### src/hdl/radio_config.svh
// --------------------------------------------------------------------------
// Build constants for the single-channel radio block.
// Every window must be a power of two in size and aligned to its size.
// Register offsets are byte offsets inside their window.
// --------------------------------------------------------------------------
`ifndef RADIO_CONFIG_SVH
`define RADIO_CONFIG_SVH

// Sample format
`define RADIO_ITEM_W           32
`define RADIO_NIPC             2

// Register bus address map
`define RADIO_ADDR_W           20
`define RADIO_SHARED_BASE      20'h00000
`define RADIO_SHARED_SIZE      20'h00010
`define RADIO_CHAN_BASE        20'h01000
`define RADIO_CHAN_SIZE        20'h00080
`define RADIO_PERIPH_BASE      20'h80000
`define RADIO_PERIPH_SIZE      20'h80000

// Shared window, major version in the upper half
`define RADIO_REG_COMPAT       20'h00000
`define RADIO_COMPAT_NUM       32'h0001_0000

// Channel window
`define RADIO_REG_RX_CMD       20'h00000
`define RADIO_REG_RX_SPP       20'h00004
`define RADIO_REG_RX_STATUS    20'h00008
`define RADIO_REG_TX_UNDERRUNS 20'h0000C
`define RADIO_SPP_RESET        16'd8

`endif

### src/hdl/radio_pkg.sv
// --------------------------------------------------------------------------
// Types shared by the radio block. Widths come from the config header.
// --------------------------------------------------------------------------
`default_nettype none

`include "radio_config.svh"

package radio_pkg;

  // One radio clock worth of samples
  typedef logic [`RADIO_ITEM_W*`RADIO_NIPC-1:0] radio_word_t;

  typedef logic [`RADIO_ADDR_W-1:0] reg_addr_t;
  typedef logic [31:0]              reg_data_t;
  typedef logic [63:0]              radio_time_t;

  // Packet length in beats
  typedef logic [15:0] spp_t;

  // Value written to RX_CMD
  typedef enum logic [31:0] {
    RX_CMD_STOP = 32'd0,
    RX_CMD_CONT = 32'd1
  } rx_cmd_t;

  typedef enum logic {RX_IDLE, RX_RUN} rx_state_t;
  typedef enum logic {TX_IDLE, TX_RUN} tx_state_t;

endpackage

`default_nettype wire

### src/hdl/ctrl_addr_decoder.sv
// --------------------------------------------------------------------------
// Splits the register bus into shared, channel and peripheral windows.
// Windows are matched by mask, so they must be size aligned. Targets must
// return zero data when idle since all responses are ORed together.
// --------------------------------------------------------------------------
`timescale 1ns/1ps
`default_nettype none

`include "radio_config.svh"

module ctrl_addr_decoder import radio_pkg::*; (
  input  wire            radio_clk,
  input  wire            radio_rst,
  input  wire            ctrl_req_wr,
  input  wire            ctrl_req_rd,
  input  wire reg_addr_t ctrl_req_addr,
  input  wire reg_data_t ctrl_req_data,
  output logic           ctrl_resp_ack,
  output reg_data_t      ctrl_resp_data,
  output logic           chan_req_wr,
  output logic           chan_req_rd,
  output reg_addr_t      chan_req_addr,
  output reg_data_t      chan_req_data,
  input  wire            chan_resp_ack,
  input  wire reg_data_t chan_resp_data,
  output logic           periph_req_wr,
  output logic           periph_req_rd,
  output reg_addr_t      periph_req_addr,
  output reg_data_t      periph_req_data,
  input  wire            periph_resp_ack,
  input  wire reg_data_t periph_resp_data
);

  localparam reg_addr_t SHARED_MASK = ~(`RADIO_SHARED_SIZE - 20'd1);
  localparam reg_addr_t CHAN_MASK   = ~(`RADIO_CHAN_SIZE - 20'd1);
  localparam reg_addr_t PERIPH_MASK = ~(`RADIO_PERIPH_SIZE - 20'd1);

  logic      hit_shared;
  logic      hit_chan;
  logic      hit_periph;
  reg_addr_t shared_off;
  logic      local_ack;
  reg_data_t local_data;

  assign hit_shared = (ctrl_req_addr & SHARED_MASK) == `RADIO_SHARED_BASE;
  assign hit_chan   = (ctrl_req_addr & CHAN_MASK) == `RADIO_CHAN_BASE;
  assign hit_periph = (ctrl_req_addr & PERIPH_MASK) == `RADIO_PERIPH_BASE;
  assign shared_off = ctrl_req_addr & ~SHARED_MASK;

  // Channel window sees only its offset
  assign chan_req_wr   = ctrl_req_wr & hit_chan;
  assign chan_req_rd   = ctrl_req_rd & hit_chan;
  assign chan_req_addr = ctrl_req_addr & ~CHAN_MASK;
  assign chan_req_data = ctrl_req_data;

  // Peripheral keeps the full address
  assign periph_req_wr   = ctrl_req_wr & hit_periph;
  assign periph_req_rd   = ctrl_req_rd & hit_periph;
  assign periph_req_addr = ctrl_req_addr;
  assign periph_req_data = ctrl_req_data;

  // Shared registers and unmapped space answer here, one cycle later
  always_ff @(posedge radio_clk) begin
    if (radio_rst) begin
      local_ack  <= 1'b0;
      local_data <= '0;
    end else begin
      local_ack <= (ctrl_req_wr | ctrl_req_rd) & ~hit_chan & ~hit_periph;
      if (ctrl_req_rd && hit_shared && shared_off == `RADIO_REG_COMPAT) begin
        local_data <= `RADIO_COMPAT_NUM;
      end else begin
        local_data <= '0;
      end
    end
  end

  assign ctrl_resp_ack  = local_ack | chan_resp_ack | periph_resp_ack;
  assign ctrl_resp_data = local_data | chan_resp_data | periph_resp_data;

endmodule

`default_nettype wire

### src/hdl/radio_ctrl_regs.sv
// --------------------------------------------------------------------------
// Channel registers. Every request is acknowledged one cycle later; unused
// offsets read zero. Reading RX_STATUS clears the sticky overrun bit, and
// the underrun count wraps at 2^32.
// --------------------------------------------------------------------------
`timescale 1ns/1ps
`default_nettype none

`include "radio_config.svh"

module radio_ctrl_regs import radio_pkg::*; (
  input  wire            radio_clk,
  input  wire            radio_rst,
  input  wire            chan_req_wr,
  input  wire            chan_req_rd,
  input  wire reg_addr_t chan_req_addr,
  input  wire reg_data_t chan_req_data,
  output logic           chan_resp_ack,
  output reg_data_t      chan_resp_data,
  input  wire            rx_overrun,
  input  wire            tx_underrun,
  input  wire            radio_rx_running,
  output logic           rx_cmd_valid,
  output rx_cmd_t        rx_cmd,
  output spp_t           spp
);

  logic      overrun;
  reg_data_t underruns;
  reg_data_t rd_data;

  // Read mux
  always_comb begin
    case (chan_req_addr)
      `RADIO_REG_RX_SPP:       rd_data = {16'd0, spp};
      `RADIO_REG_RX_STATUS:    rd_data = {30'd0, overrun, radio_rx_running};
      `RADIO_REG_TX_UNDERRUNS: rd_data = underruns;
      default:                 rd_data = '0;
    endcase
  end

  always_ff @(posedge radio_clk) begin
    if (radio_rst) begin
      chan_resp_ack  <= 1'b0;
      chan_resp_data <= '0;
      rx_cmd_valid   <= 1'b0;
      spp            <= `RADIO_SPP_RESET;
      overrun        <= 1'b0;
      underruns      <= '0;
    end else begin
      chan_resp_ack  <= chan_req_wr | chan_req_rd;
      chan_resp_data <= chan_req_rd ? rd_data : '0;
      rx_cmd_valid   <= chan_req_wr && chan_req_addr == `RADIO_REG_RX_CMD;

      if (chan_req_wr && chan_req_addr == `RADIO_REG_RX_SPP) begin
        spp <= chan_req_data[15:0];
      end

      // A new overrun wins over a clearing read in the same cycle
      if (rx_overrun) begin
        overrun <= 1'b1;
      end else if (chan_req_rd && chan_req_addr == `RADIO_REG_RX_STATUS) begin
        overrun <= 1'b0;
      end

      if (tx_underrun) begin
        underruns <= underruns + 32'd1;
      end
    end
  end

  // Command word, qualified by rx_cmd_valid
  always_ff @(posedge radio_clk) begin
    if (chan_req_wr && chan_req_addr == `RADIO_REG_RX_CMD) begin
      rx_cmd <= rx_cmd_t'(chan_req_data);
    end
  end

endmodule

`default_nettype wire

### src/hdl/rx_framer.sv
// --------------------------------------------------------------------------
// Frames strobed radio samples into packets of spp beats. Only one beat is
// buffered; a strobe that finds it unaccepted is an overrun and ends the
// burst. An spp of zero gives 65536-beat packets.
// --------------------------------------------------------------------------
`timescale 1ns/1ps
`default_nettype none

module rx_framer import radio_pkg::*; (
  input  wire              radio_clk,
  input  wire              radio_rst,
  input  wire              rx_cmd_valid,
  input  wire rx_cmd_t     rx_cmd,
  input  wire spp_t        spp,
  input  wire radio_time_t radio_time,
  input  wire radio_word_t radio_rx_data,
  input  wire              radio_rx_stb,
  input  wire              rx_tready,
  output radio_word_t      rx_tdata,
  output logic             rx_tlast,
  output logic             rx_tvalid,
  output radio_time_t      rx_ttimestamp,
  output logic             rx_teob,
  output logic             radio_rx_running,
  output logic             rx_overrun
);

  rx_state_t state;
  spp_t      beat_cnt;
  logic      pend_stop;
  logic      start;
  logic      stop_now;
  logic      ovf;
  logic      take;
  logic      pkt_end;

  assign start    = rx_cmd_valid && rx_cmd == RX_CMD_CONT;
  // Stop takes effect on the very next sample, even in the write cycle
  assign stop_now = pend_stop || (rx_cmd_valid && rx_cmd == RX_CMD_STOP);
  assign ovf      = radio_rx_stb && state == RX_RUN && rx_tvalid && !rx_tready;
  assign take     = radio_rx_stb && state == RX_RUN && !ovf;
  assign pkt_end  = beat_cnt == spp - 16'd1;

  assign radio_rx_running = state == RX_RUN;

  always_ff @(posedge radio_clk) begin
    if (radio_rst) begin
      state      <= RX_IDLE;
      beat_cnt   <= '0;
      pend_stop  <= 1'b0;
      rx_tvalid  <= 1'b0;
      rx_overrun <= 1'b0;
    end else begin
      rx_overrun <= ovf;
      case (state)
        RX_IDLE: begin
          if (start) begin
            state     <= RX_RUN;
            beat_cnt  <= '0;
            pend_stop <= 1'b0;
          end
        end
        RX_RUN: begin
          if (ovf) begin
            state     <= RX_IDLE;
            pend_stop <= 1'b0;
          end else if (take) begin
            beat_cnt <= (pkt_end || stop_now) ? '0 : spp_t'(beat_cnt + 16'd1);
            if (stop_now) begin
              state     <= RX_IDLE;
              pend_stop <= 1'b0;
            end
          end else if (stop_now) begin
            pend_stop <= 1'b1;
          end
        end
        default: state <= RX_IDLE;
      endcase

      // Output beat handshake
      if (take) begin
        rx_tvalid <= 1'b1;
      end else if (rx_tready) begin
        rx_tvalid <= 1'b0;
      end
    end
  end

  // Beat payload, timestamp latched on the first beat of each packet
  always_ff @(posedge radio_clk) begin
    if (take) begin
      rx_tdata <= radio_rx_data;
      rx_tlast <= pkt_end || stop_now;
      rx_teob  <= stop_now;
      if (beat_cnt == '0) begin
        rx_ttimestamp <= radio_time;
      end
    end
  end

endmodule

`default_nettype wire

### src/hdl/tx_player.sv
// --------------------------------------------------------------------------
// Plays the Tx stream out one beat per radio strobe. A burst ends on its
// teob beat; tlast does not affect playback. A strobe with no beat while
// running sends zero and ends the burst as an underrun.
// --------------------------------------------------------------------------
`timescale 1ns/1ps
`default_nettype none

module tx_player import radio_pkg::*; (
  input  wire              radio_clk,
  input  wire              radio_rst,
  input  wire radio_word_t tx_tdata,
  input  wire              tx_tlast,
  input  wire              tx_tvalid,
  input  wire              tx_teob,
  input  wire              radio_tx_stb,
  output logic             tx_tready,
  output radio_word_t      radio_tx_data,
  output logic             radio_tx_running,
  output logic             tx_underrun
);

  tx_state_t state;
  logic      accept;
  logic      starve;

  // The radio strobe paces the stream directly
  assign tx_tready = radio_tx_stb;
  assign accept    = radio_tx_stb && tx_tvalid;
  assign starve    = radio_tx_stb && !tx_tvalid && state == TX_RUN;

  assign radio_tx_running = state == TX_RUN;

  always_ff @(posedge radio_clk) begin
    if (radio_rst) begin
      state       <= TX_IDLE;
      tx_underrun <= 1'b0;
    end else begin
      tx_underrun <= starve;
      if (accept) begin
        state <= tx_teob ? TX_IDLE : TX_RUN;
      end else if (starve) begin
        state <= TX_IDLE;
      end
    end
  end

  // Output sample, zero whenever nothing is being played
  always_ff @(posedge radio_clk) begin
    if (accept) begin
      radio_tx_data <= tx_tdata;
    end else if (radio_tx_stb || state == TX_IDLE) begin
      radio_tx_data <= '0;
    end
  end

endmodule

`default_nettype wire

### src/hdl/radio_block.sv
// --------------------------------------------------------------------------
// Single-channel radio block on radio_clk. One register request may be
// outstanding at a time. Peripheral responses must drive zero data when
// they do not acknowledge.
// --------------------------------------------------------------------------
`timescale 1ns/1ps
`default_nettype none

module radio_block import radio_pkg::*; (
  input  wire              radio_clk,
  input  wire              radio_rst,
  // Register bus
  input  wire              ctrl_req_wr,
  input  wire              ctrl_req_rd,
  input  wire reg_addr_t   ctrl_req_addr,
  input  wire reg_data_t   ctrl_req_data,
  output logic             ctrl_resp_ack,
  output reg_data_t        ctrl_resp_data,
  // Peripheral window
  output logic             periph_req_wr,
  output logic             periph_req_rd,
  output reg_addr_t        periph_req_addr,
  output reg_data_t        periph_req_data,
  input  wire              periph_resp_ack,
  input  wire reg_data_t   periph_resp_data,
  // Radio side
  input  wire radio_time_t radio_time,
  input  wire radio_word_t radio_rx_data,
  input  wire              radio_rx_stb,
  output logic             radio_rx_running,
  output radio_word_t      radio_tx_data,
  input  wire              radio_tx_stb,
  output logic             radio_tx_running,
  // Rx stream
  output radio_word_t      rx_tdata,
  output logic             rx_tlast,
  output logic             rx_tvalid,
  input  wire              rx_tready,
  output radio_time_t      rx_ttimestamp,
  output logic             rx_teob,
  // Tx stream
  input  wire radio_word_t tx_tdata,
  input  wire              tx_tlast,
  input  wire              tx_tvalid,
  output logic             tx_tready,
  input  wire              tx_teob
);

  // Channel window
  logic      chan_req_wr;
  logic      chan_req_rd;
  reg_addr_t chan_req_addr;
  reg_data_t chan_req_data;
  logic      chan_resp_ack;
  reg_data_t chan_resp_data;

  // Register to datapath links
  logic      rx_cmd_valid;
  rx_cmd_t   rx_cmd;
  spp_t      spp;
  logic      rx_overrun;
  logic      tx_underrun;

  //--------------------------------------------------------------------------
  // Register access
  //--------------------------------------------------------------------------

  ctrl_addr_decoder ctrl_addr_decoder_i (
    .radio_clk        (radio_clk),
    .radio_rst        (radio_rst),
    .ctrl_req_wr      (ctrl_req_wr),
    .ctrl_req_rd      (ctrl_req_rd),
    .ctrl_req_addr    (ctrl_req_addr),
    .ctrl_req_data    (ctrl_req_data),
    .ctrl_resp_ack    (ctrl_resp_ack),
    .ctrl_resp_data   (ctrl_resp_data),
    .chan_req_wr      (chan_req_wr),
    .chan_req_rd      (chan_req_rd),
    .chan_req_addr    (chan_req_addr),
    .chan_req_data    (chan_req_data),
    .chan_resp_ack    (chan_resp_ack),
    .chan_resp_data   (chan_resp_data),
    .periph_req_wr    (periph_req_wr),
    .periph_req_rd    (periph_req_rd),
    .periph_req_addr  (periph_req_addr),
    .periph_req_data  (periph_req_data),
    .periph_resp_ack  (periph_resp_ack),
    .periph_resp_data (periph_resp_data)
  );

  radio_ctrl_regs radio_ctrl_regs_i (
    .radio_clk        (radio_clk),
    .radio_rst        (radio_rst),
    .chan_req_wr      (chan_req_wr),
    .chan_req_rd      (chan_req_rd),
    .chan_req_addr    (chan_req_addr),
    .chan_req_data    (chan_req_data),
    .chan_resp_ack    (chan_resp_ack),
    .chan_resp_data   (chan_resp_data),
    .rx_overrun       (rx_overrun),
    .tx_underrun      (tx_underrun),
    .radio_rx_running (radio_rx_running),
    .rx_cmd_valid     (rx_cmd_valid),
    .rx_cmd           (rx_cmd),
    .spp              (spp)
  );

  //--------------------------------------------------------------------------
  // Datapaths
  //--------------------------------------------------------------------------

  rx_framer rx_framer_i (
    .radio_clk        (radio_clk),
    .radio_rst        (radio_rst),
    .rx_cmd_valid     (rx_cmd_valid),
    .rx_cmd           (rx_cmd),
    .spp              (spp),
    .radio_time       (radio_time),
    .radio_rx_data    (radio_rx_data),
    .radio_rx_stb     (radio_rx_stb),
    .rx_tready        (rx_tready),
    .rx_tdata         (rx_tdata),
    .rx_tlast         (rx_tlast),
    .rx_tvalid        (rx_tvalid),
    .rx_ttimestamp    (rx_ttimestamp),
    .rx_teob          (rx_teob),
    .radio_rx_running (radio_rx_running),
    .rx_overrun       (rx_overrun)
  );

  tx_player tx_player_i (
    .radio_clk        (radio_clk),
    .radio_rst        (radio_rst),
    .tx_tdata         (tx_tdata),
    .tx_tlast         (tx_tlast),
    .tx_tvalid        (tx_tvalid),
    .tx_teob          (tx_teob),
    .radio_tx_stb     (radio_tx_stb),
    .tx_tready        (tx_tready),
    .radio_tx_data    (radio_tx_data),
    .radio_tx_running (radio_tx_running),
    .tx_underrun      (tx_underrun)
  );

endmodule

`default_nettype wire

### config.mk
export PLATFORM = sky130hd
export DESIGN_NAME = radio_block
export DESIGN_NICKNAME = d
export VERILOG_FILES = /design/src/hdl/radio_pkg.sv /design/src/hdl/ctrl_addr_decoder.sv /design/src/hdl/radio_ctrl_regs.sv /design/src/hdl/rx_framer.sv /design/src/hdl/tx_player.sv /design/src/hdl/radio_block.sv
export VERILOG_INCLUDE_DIRS = /design/src /design/src/hdl
export SDC_FILE = /design/constraint.sdc
export NUM_CORES = 1
export LEC_CHECK = 0
export ABC_AREA = 1
export BUFFER_PORTS_ARGS = -buffer_cell sky130_fd_sc_hd__buf_4
export CAP_MARGIN = 25
export CORE_AREA = 2 2 221 223
export CTS_CLUSTER_DIAMETER = 30
export DETAILED_ROUTE_END_ITERATION = 12
export DIE_AREA = 0 0 223 225
export GPL_ROUTABILITY_DRIVEN = 1
export SLEW_MARGIN = 5
export SYNTH_ARGS = -nofsm -noshare
export SYNTH_HDL_FRONTEND = slang
export SYNTH_HIERARCHICAL = 1
export SYNTH_SLANG_ARGS = --single-unit
### constraint.sdc
create_clock -name radio_clk -period 12.2 [get_ports radio_clk]
set_clock_uncertainty 0.1 [all_clocks]
set_input_delay 0.61 -clock radio_clk [delete_from_list [all_inputs] [get_ports radio_clk]]
set_output_delay 0.61 -clock radio_clk [all_outputs]
set_load 0.02 [all_outputs]
Yosys cells after proc, flatten, opt, wreduce, memory -nomap -nowiden:

Index checks and enable logic that the tools add are counted.

* register bits after elaboration: 364
* bits in latches: 0
* bits in writable memories: 0
* ROM bits: 0
* bits of input ports: 287
* output and inout port bits: 285
* memories kept: 0

* $add $sub $neg: 3
* $mul: 0
* div/mod/pow operators: 0
* magnitude comparators: 0
* eq/ne operators: 10
* shifts and indexed selects: 0
* mux-type cells: 27
* bitwise operators: 17
* reduce and logical (&&, ||, !) cells: 33

Operators by type and width (number)
* $mux 64: 2
* $pmux 32 s3: 1
* $mux 16: 4
* $or 32x32->32: 2
* $logic_not 20->1: 3
* $add 32x1->32 const B: 1
* $eq 32x1->1 const B: 1
* $logic_not 32->1: 1
* $pmux 16 s2: 1
* $mux 17: 1
* $add 16x1->16 const B: 1
* $eq 16x16->1: 1
* $logic_not 16->1: 1
* $mux 1: 16
* $sub 16x1->16 const B: 1
* $eq 7x4->1 const B: 2
* $logic_and 1x1->1: 14
* $eq 13x6->1 const B: 1
* $reduce_bool 2->1: 4
* $eq 7x3->1 const B: 1
* $and 1x1->1: 6
* $not 1->1: 5
* $ne 2x2->1 const B: 2
* $or 1x1->1: 4
* 8 further kinds: 14

Longest topological paths before layout:

* depth after elaboration: 8
* mapped depth: 14
* mapped depth without buffers: 14

Cells and area by module:

Netlist, hierarchy kept.

By module, submodules not included
* rx_framer: instances 1, cells each 472, area each 5988.2 µm²
* radio_ctrl_regs: instances 1, cells each 585, area each 4878.4 µm²
* tx_player: instances 1, cells each 209, area each 2563.7 µm²
* ctrl_addr_decoder: instances 1, cells each 176, area each 1171.1 µm²

Worst setup path after synthesis:

Ideal clock, no wire load.

* path kind: register to register
* start: register rx_framer_i.state, in the netlist rx_framer_i/radio_rx_running
* end: register rx_framer_i.rx_ttimestamp[0], enable pin
* setup time: 0.644 ns
* arrival: 10.562 ns
* setup slack: 0.894 ns
* stages on the path, launching flop included: 6
* buffers on the path: 1
* period minus slack after synthesis: 11.306 ns
* cells stage by stage: dfxtp_1 > nand2_1 > nor2_1 > inv_1 > clkbuf_1 > nor4_1

* longest elaborated chain between the ends: 6

Ends and longest elaborated chain
* start: declaration: line rx_framer.sv:28 `rx_state_t state;`
* start signal: assignment: line rx_framer.sv:48 `state <= RX_IDLE;`
* start signal: assignment: line rx_framer.sv:58 `state <= RX_RUN;`
* start signal: assignment: line rx_framer.sv:65 `state <= RX_IDLE;`
* $logic_and 1x1->1 *: line rx_framer.sv:40, rx_framer.sv:41
* $logic_and 1x1->1 (2 in series): line rx_framer.sv:40 `assign ovf = radio_rx_stb && state == RX_RUN && rx_tvalid && !rx_tready;`
* $logic_not 1->1: line rx_framer.sv:41 `assign take = radio_rx_stb && state == RX_RUN && !ovf;`
* $logic_and 1x1->1 *: line rx_framer.sv:41
* named net rx_framer_i.take: line rx_framer.sv:34 `logic take;`
* $reduce_and 2->1 (no line) *
* end signal: assignment: line rx_framer.sv:96 `rx_ttimestamp <= radio_time;`
* end: declaration: line rx_framer.sv:22 `output radio_time_t rx_ttimestamp,`

The timed path passes the listed nets; every way through them passes the cells marked *.
A chain may end at the register's enable or synchronous reset.

Final worst setup path:

* start: register rx_framer_i.state, in the netlist rx_framer_i/radio_rx_running
* end: register rx_framer_i.rx_ttimestamp[16], enable pin

The elaborated chain is that of the path after synthesis.

==> impl_summary.md <==
GRT
The number of antenna violations at the first check in global routing is 2. Entering global routing, the biggest net connects 68 pins. The total global routing track utilization is about 17%.

The first global-routing pass estimated approximately 64 mm of wire. The via count of the first global-routing pass is about 12000. Summed over all layers, the global routing overflow is 0.

Synthesis
The post-synthesis async set-or-reset flop share is 0%. The netlist area before placement is about 15000 µm². The unique cell type count in the Yosys netlist is 45. The cell count after synthesis is 1442. The area share of the leading cell type in the synthesized netlist is approximately 46%.

For this run, the register share of the synthesized area comes to 61.1%. Sorting the synthesized cells by how often they occur yields 228 x nor2_1, 226 x edfxtp_1, 208 x nand2_1. The count of flip-flops with a built-in enable after synthesis is 226. The commonest register cell after synthesis is edfxtp_1. nor2_1 is the most common cell in the netlist. The count of warnings emitted by yosys is 6. After synthesis, the cell types taking the most area are edfxtp_1 46%, dfxtp_1 15%, nor2_1 5.9%.

The synthesized flop and latch total is between 300 and 400. Of all cell types, the one taking the most synthesized area is edfxtp_1. The synthesized area per cell is between 10 and 15 µm².

Setup path
The kind of launch point of the worst setup path is a flip-flop. The launch point of the critical path is rx_framer_i/radio_rx_running. The setup check on the worst reg-to-reg path leaves a slack of 9.47 ns.

The data arrival time of the critical path is 2.83 ns. The maximum fanout along the worst path is 64. The type of destination of the critical path is a flip-flop. The reg-to-reg endpoint is rx_framer_i/rx_ttimestamp[16]. At the worst endpoint, the required time is roughly 12 ns.

Following the worst setup path forward leads to its endpoint at rx_framer_i/rx_ttimestamp[16]. For the worst flop-to-flop path, the logic depth is 5. The startpoint identified for the worst register-to-register timing path is rx_framer_i/radio_rx_running. The worst setup path is of the flip-flop to flip-flop kind.

Timing
The final critical delay including setup and external delays is 2.73 ns. The max-slew violation total from the final report was 0. The final-layout setup total negative slack is 0 ns.

The count of endpoints failing hold in the final timing report is 0. Setup repair after global routing left no endpoint under its margin. The minimum hold slack is between 0.09 and 0.1 ns. The final worst setup slack is ~9.5 ns. The final worst-path cycle share is 22.4%. At the pin with the least slew margin, the transition time is 0.942 ns. Setup violations remaining at the end of the flow were counted as 0.

The headroom to the max-slew limit is 37.0%. The highest clock rate is 0.366 GHz.

Routing
Dividing the detail-routed wire length by the instance count gives 16.5 µm. In the routed layout, each cell is associated on average with a via count of 4.37. For this run, design rule violations remaining after detail routing come to 0. The final wirelength is ~44 mm.

The number of antenna-violating nets in the routed design is 0. The total number of vias is 11600. After the first detailed-routing iteration, the DRC count stood at 591.

The first-pass detailed-route iteration total is 5.

Floorplan
The number of top-level pins is 572. The core box area is 47500 µm². The floorplan step set the die width to 223 µm. The die is 225 µm tall. For this configuration, the core starts out at a cell density of 30.7%.

The floorplan step defined a die boundary enclosing 50200 µm². In this run the core area contains 80 standard-cell rows.

Clock tree
In this run the number of H-tree levels came out at 3. TritonCTS built the clock tree. For this design, the sink count on the clock tree is about 330. In this run the deepest clock path goes through 3 buffers. Buffers inserted to repair hold after CTS numbered 0. The cell sitting at the root of the clock tree is a clkbuf_16. After clock tree synthesis, the clock-pin slew on the worst setup and hold paths is ~0.050 ns.

The clock buffer count from CTS is 82. The clock reaches the later pin of the worst-skew pair after around 0.6 ns. The number of gates resized after CTS was 0. Post-CTS timing repair inserted 0 buffers for setup.

Cells and area
The antenna diode instance count is 0. At the end of the flow, the number of nets in the layout was ~2300. The count of placed standard cells in the final layout, fillers left out is 2650.

The synthesis-to-layout area growth is 46.7%. The fraction of the core area covered by cells at the end of the flow is 45.1%. The share of final-layout standard cells stronger than drive strength 1 is 39.5%.

Power and ir drop
The peak ir drop on the vdd network is 93.3 µV. In this run, flip-flops and latches consume 35.1% of the power. The power density over the cells is approximately 160 nW/µm². The leakage component of the power is about 9.5 nW. The internal portion of the total power is 0.00277 W. The net switching power figure is slightly above 0.0007 W. The clock share of power is 59.4%.

In this run switching power makes up 20.6% of total power. Combinational logic is responsible for 5.5% of the overall power.

Place
The placement-stage worst setup slack is around 9.0 ns. The congestion estimate from routability-driven global placement came to 0.860. Detailed placement finished with a half-perimeter wire length of 33.0 mm. The count of buffers added on input and output ports is 570. The total placed cells including tap cells is 2504.

Run status
The run finished with clean final reports.

Flow run
Max-cap violations in this run came to 0.

Hold path
The tightest min-delay check is of the input pin to flip-flop type.
==> layout by cell type, fill, tap and decap left out, drive strengths merged <==
cell,synthesis,final
a21o,1,1
a21oi,45,45
a31oi,1,1
and2,2,2
buf,126,573
bufinv,0,6
clkbuf,12,110
clkinv,0,22
clkinvlp,0,7
conb,1,13
dfxtp,107,107
edfxtp,226,226
ha,4,4
inv,192,193
nand2,219,219
nand3,82,82
nand3b,6,6
nand4,49,49
nor2,263,263
nor3,30,30
nor3b,1,1
nor4,2,2
o21a,3,3
o21ai,14,14
o21bai,1,1
or2,34,34
or3,2,2
xnor2,7,7
xor2,12,12
==> layer usage <==
metal	vias to the layer above	part of all wire, %	track usage, %	routed length [µm]
met5	-	0	0	0
met2	422	54	31.4	23500
li1	5666	-	-	-
met4	0	1.7	5.85	741
met1	5435	38	18.2	16600
met3	56	6.9	4.38	3000
==> critical path, cell delays in order, from the launching register on <==
cell,delay [ns]
dfxtp_1,0.54
nand2_1,0.21
nor2_4,0.14
inv_1,0.22
nor4_2,0.33
buf_4,0.68
==> worst min path at each step <==
stage / from / end / slack, ns / cells past startpoint
floorplan: rx_framer_i/rx_overrun / radio_ctrl_regs_i/overrun / 0.32 / 2
CTS: radio_time[43] / rx_framer_i/rx_ttimestamp[43] / 0.06 / 1
detailed placement: radio_ctrl_regs_i/overrun / radio_ctrl_regs_i/overrun / 0.36 / 2
finish: radio_time[18] / rx_framer_i/rx_ttimestamp[18] / 0.1 / 1
global placement: radio_ctrl_regs_i/overrun / radio_ctrl_regs_i/overrun / 0.36 / 2
global route: radio_rx_data[25] / rx_framer_i/rx_tdata[25] / 0.07 / 1
==> area by class of cell <==
cell class	count	area, µm²
clock buffers	109	2340
clock inverters	36	348
fillers	4493	26100
inverters	192	721
multi-input cells	791	4000
flip-flops and latches	333	8930
well taps	615	769
repair buffers	574	4310
==> flip-flops by register name, summed over array words and instances (netlist names), 16 cells and up <==
name                              flops
rx_framer_i/rx_tdata                 64
rx_framer_i/rx_ttimestamp            64
tx_player_i/radio_tx_data            64
radio_ctrl_regs_i/chan_resp_data     32
radio_ctrl_regs_i/rx_cmd             32
radio_ctrl_regs_i/underruns          32
radio_ctrl_regs_i/spp                16
rx_framer_i/beat_cnt                 16
==> cells by family (layout without fill, tap and decap cells) <==
family | after synthesis | after routing | synth area share [%]
other | 1 | 13 | 0.0257
adder cells (fa/ha/maj) | 4 | 4 | 0.343
flip-flops | 333 | 333 | 61.1
XOR/XNOR | 19 | 19 | 1.14
buffers and inverters | 330 | 911 | 11.9
AND/OR/NAND/NOR | 690 | 690 | 22.8
AO/OA/AOI/OAI | 65 | 65 | 2.58
==> stage by stage <==
| step | power (W) | cell area (µm²) |
|---|---|---|
| 5_1_grt | 0.00361 | 21400 |
| 4_1_cts | 0.00354 | 21400 |
| 2_1_floorplan | 0.00134 | 14600 |
| 6_report | 0.00349 | 21400 |
| 3_5_place_dp | 0.00144 | 18700 |
| 3_3_place_gp | 0.00144 | 18700 |
==> power groups by stage <==
stage,registers (W),logic [W],clock network (W)
3_5_place_dp,0.00125,0.000193,0
3_3_place_gp,0.00124,0.000191,0
2_1_floorplan,0.00126,0.0000748,0
5_1_grt,0.00123,0.000205,0.00218
4_1_cts,0.00123,0.000194,0.00212
6_report,0.00123,0.000191,0.00208
(Power assumes the default switching activity.)
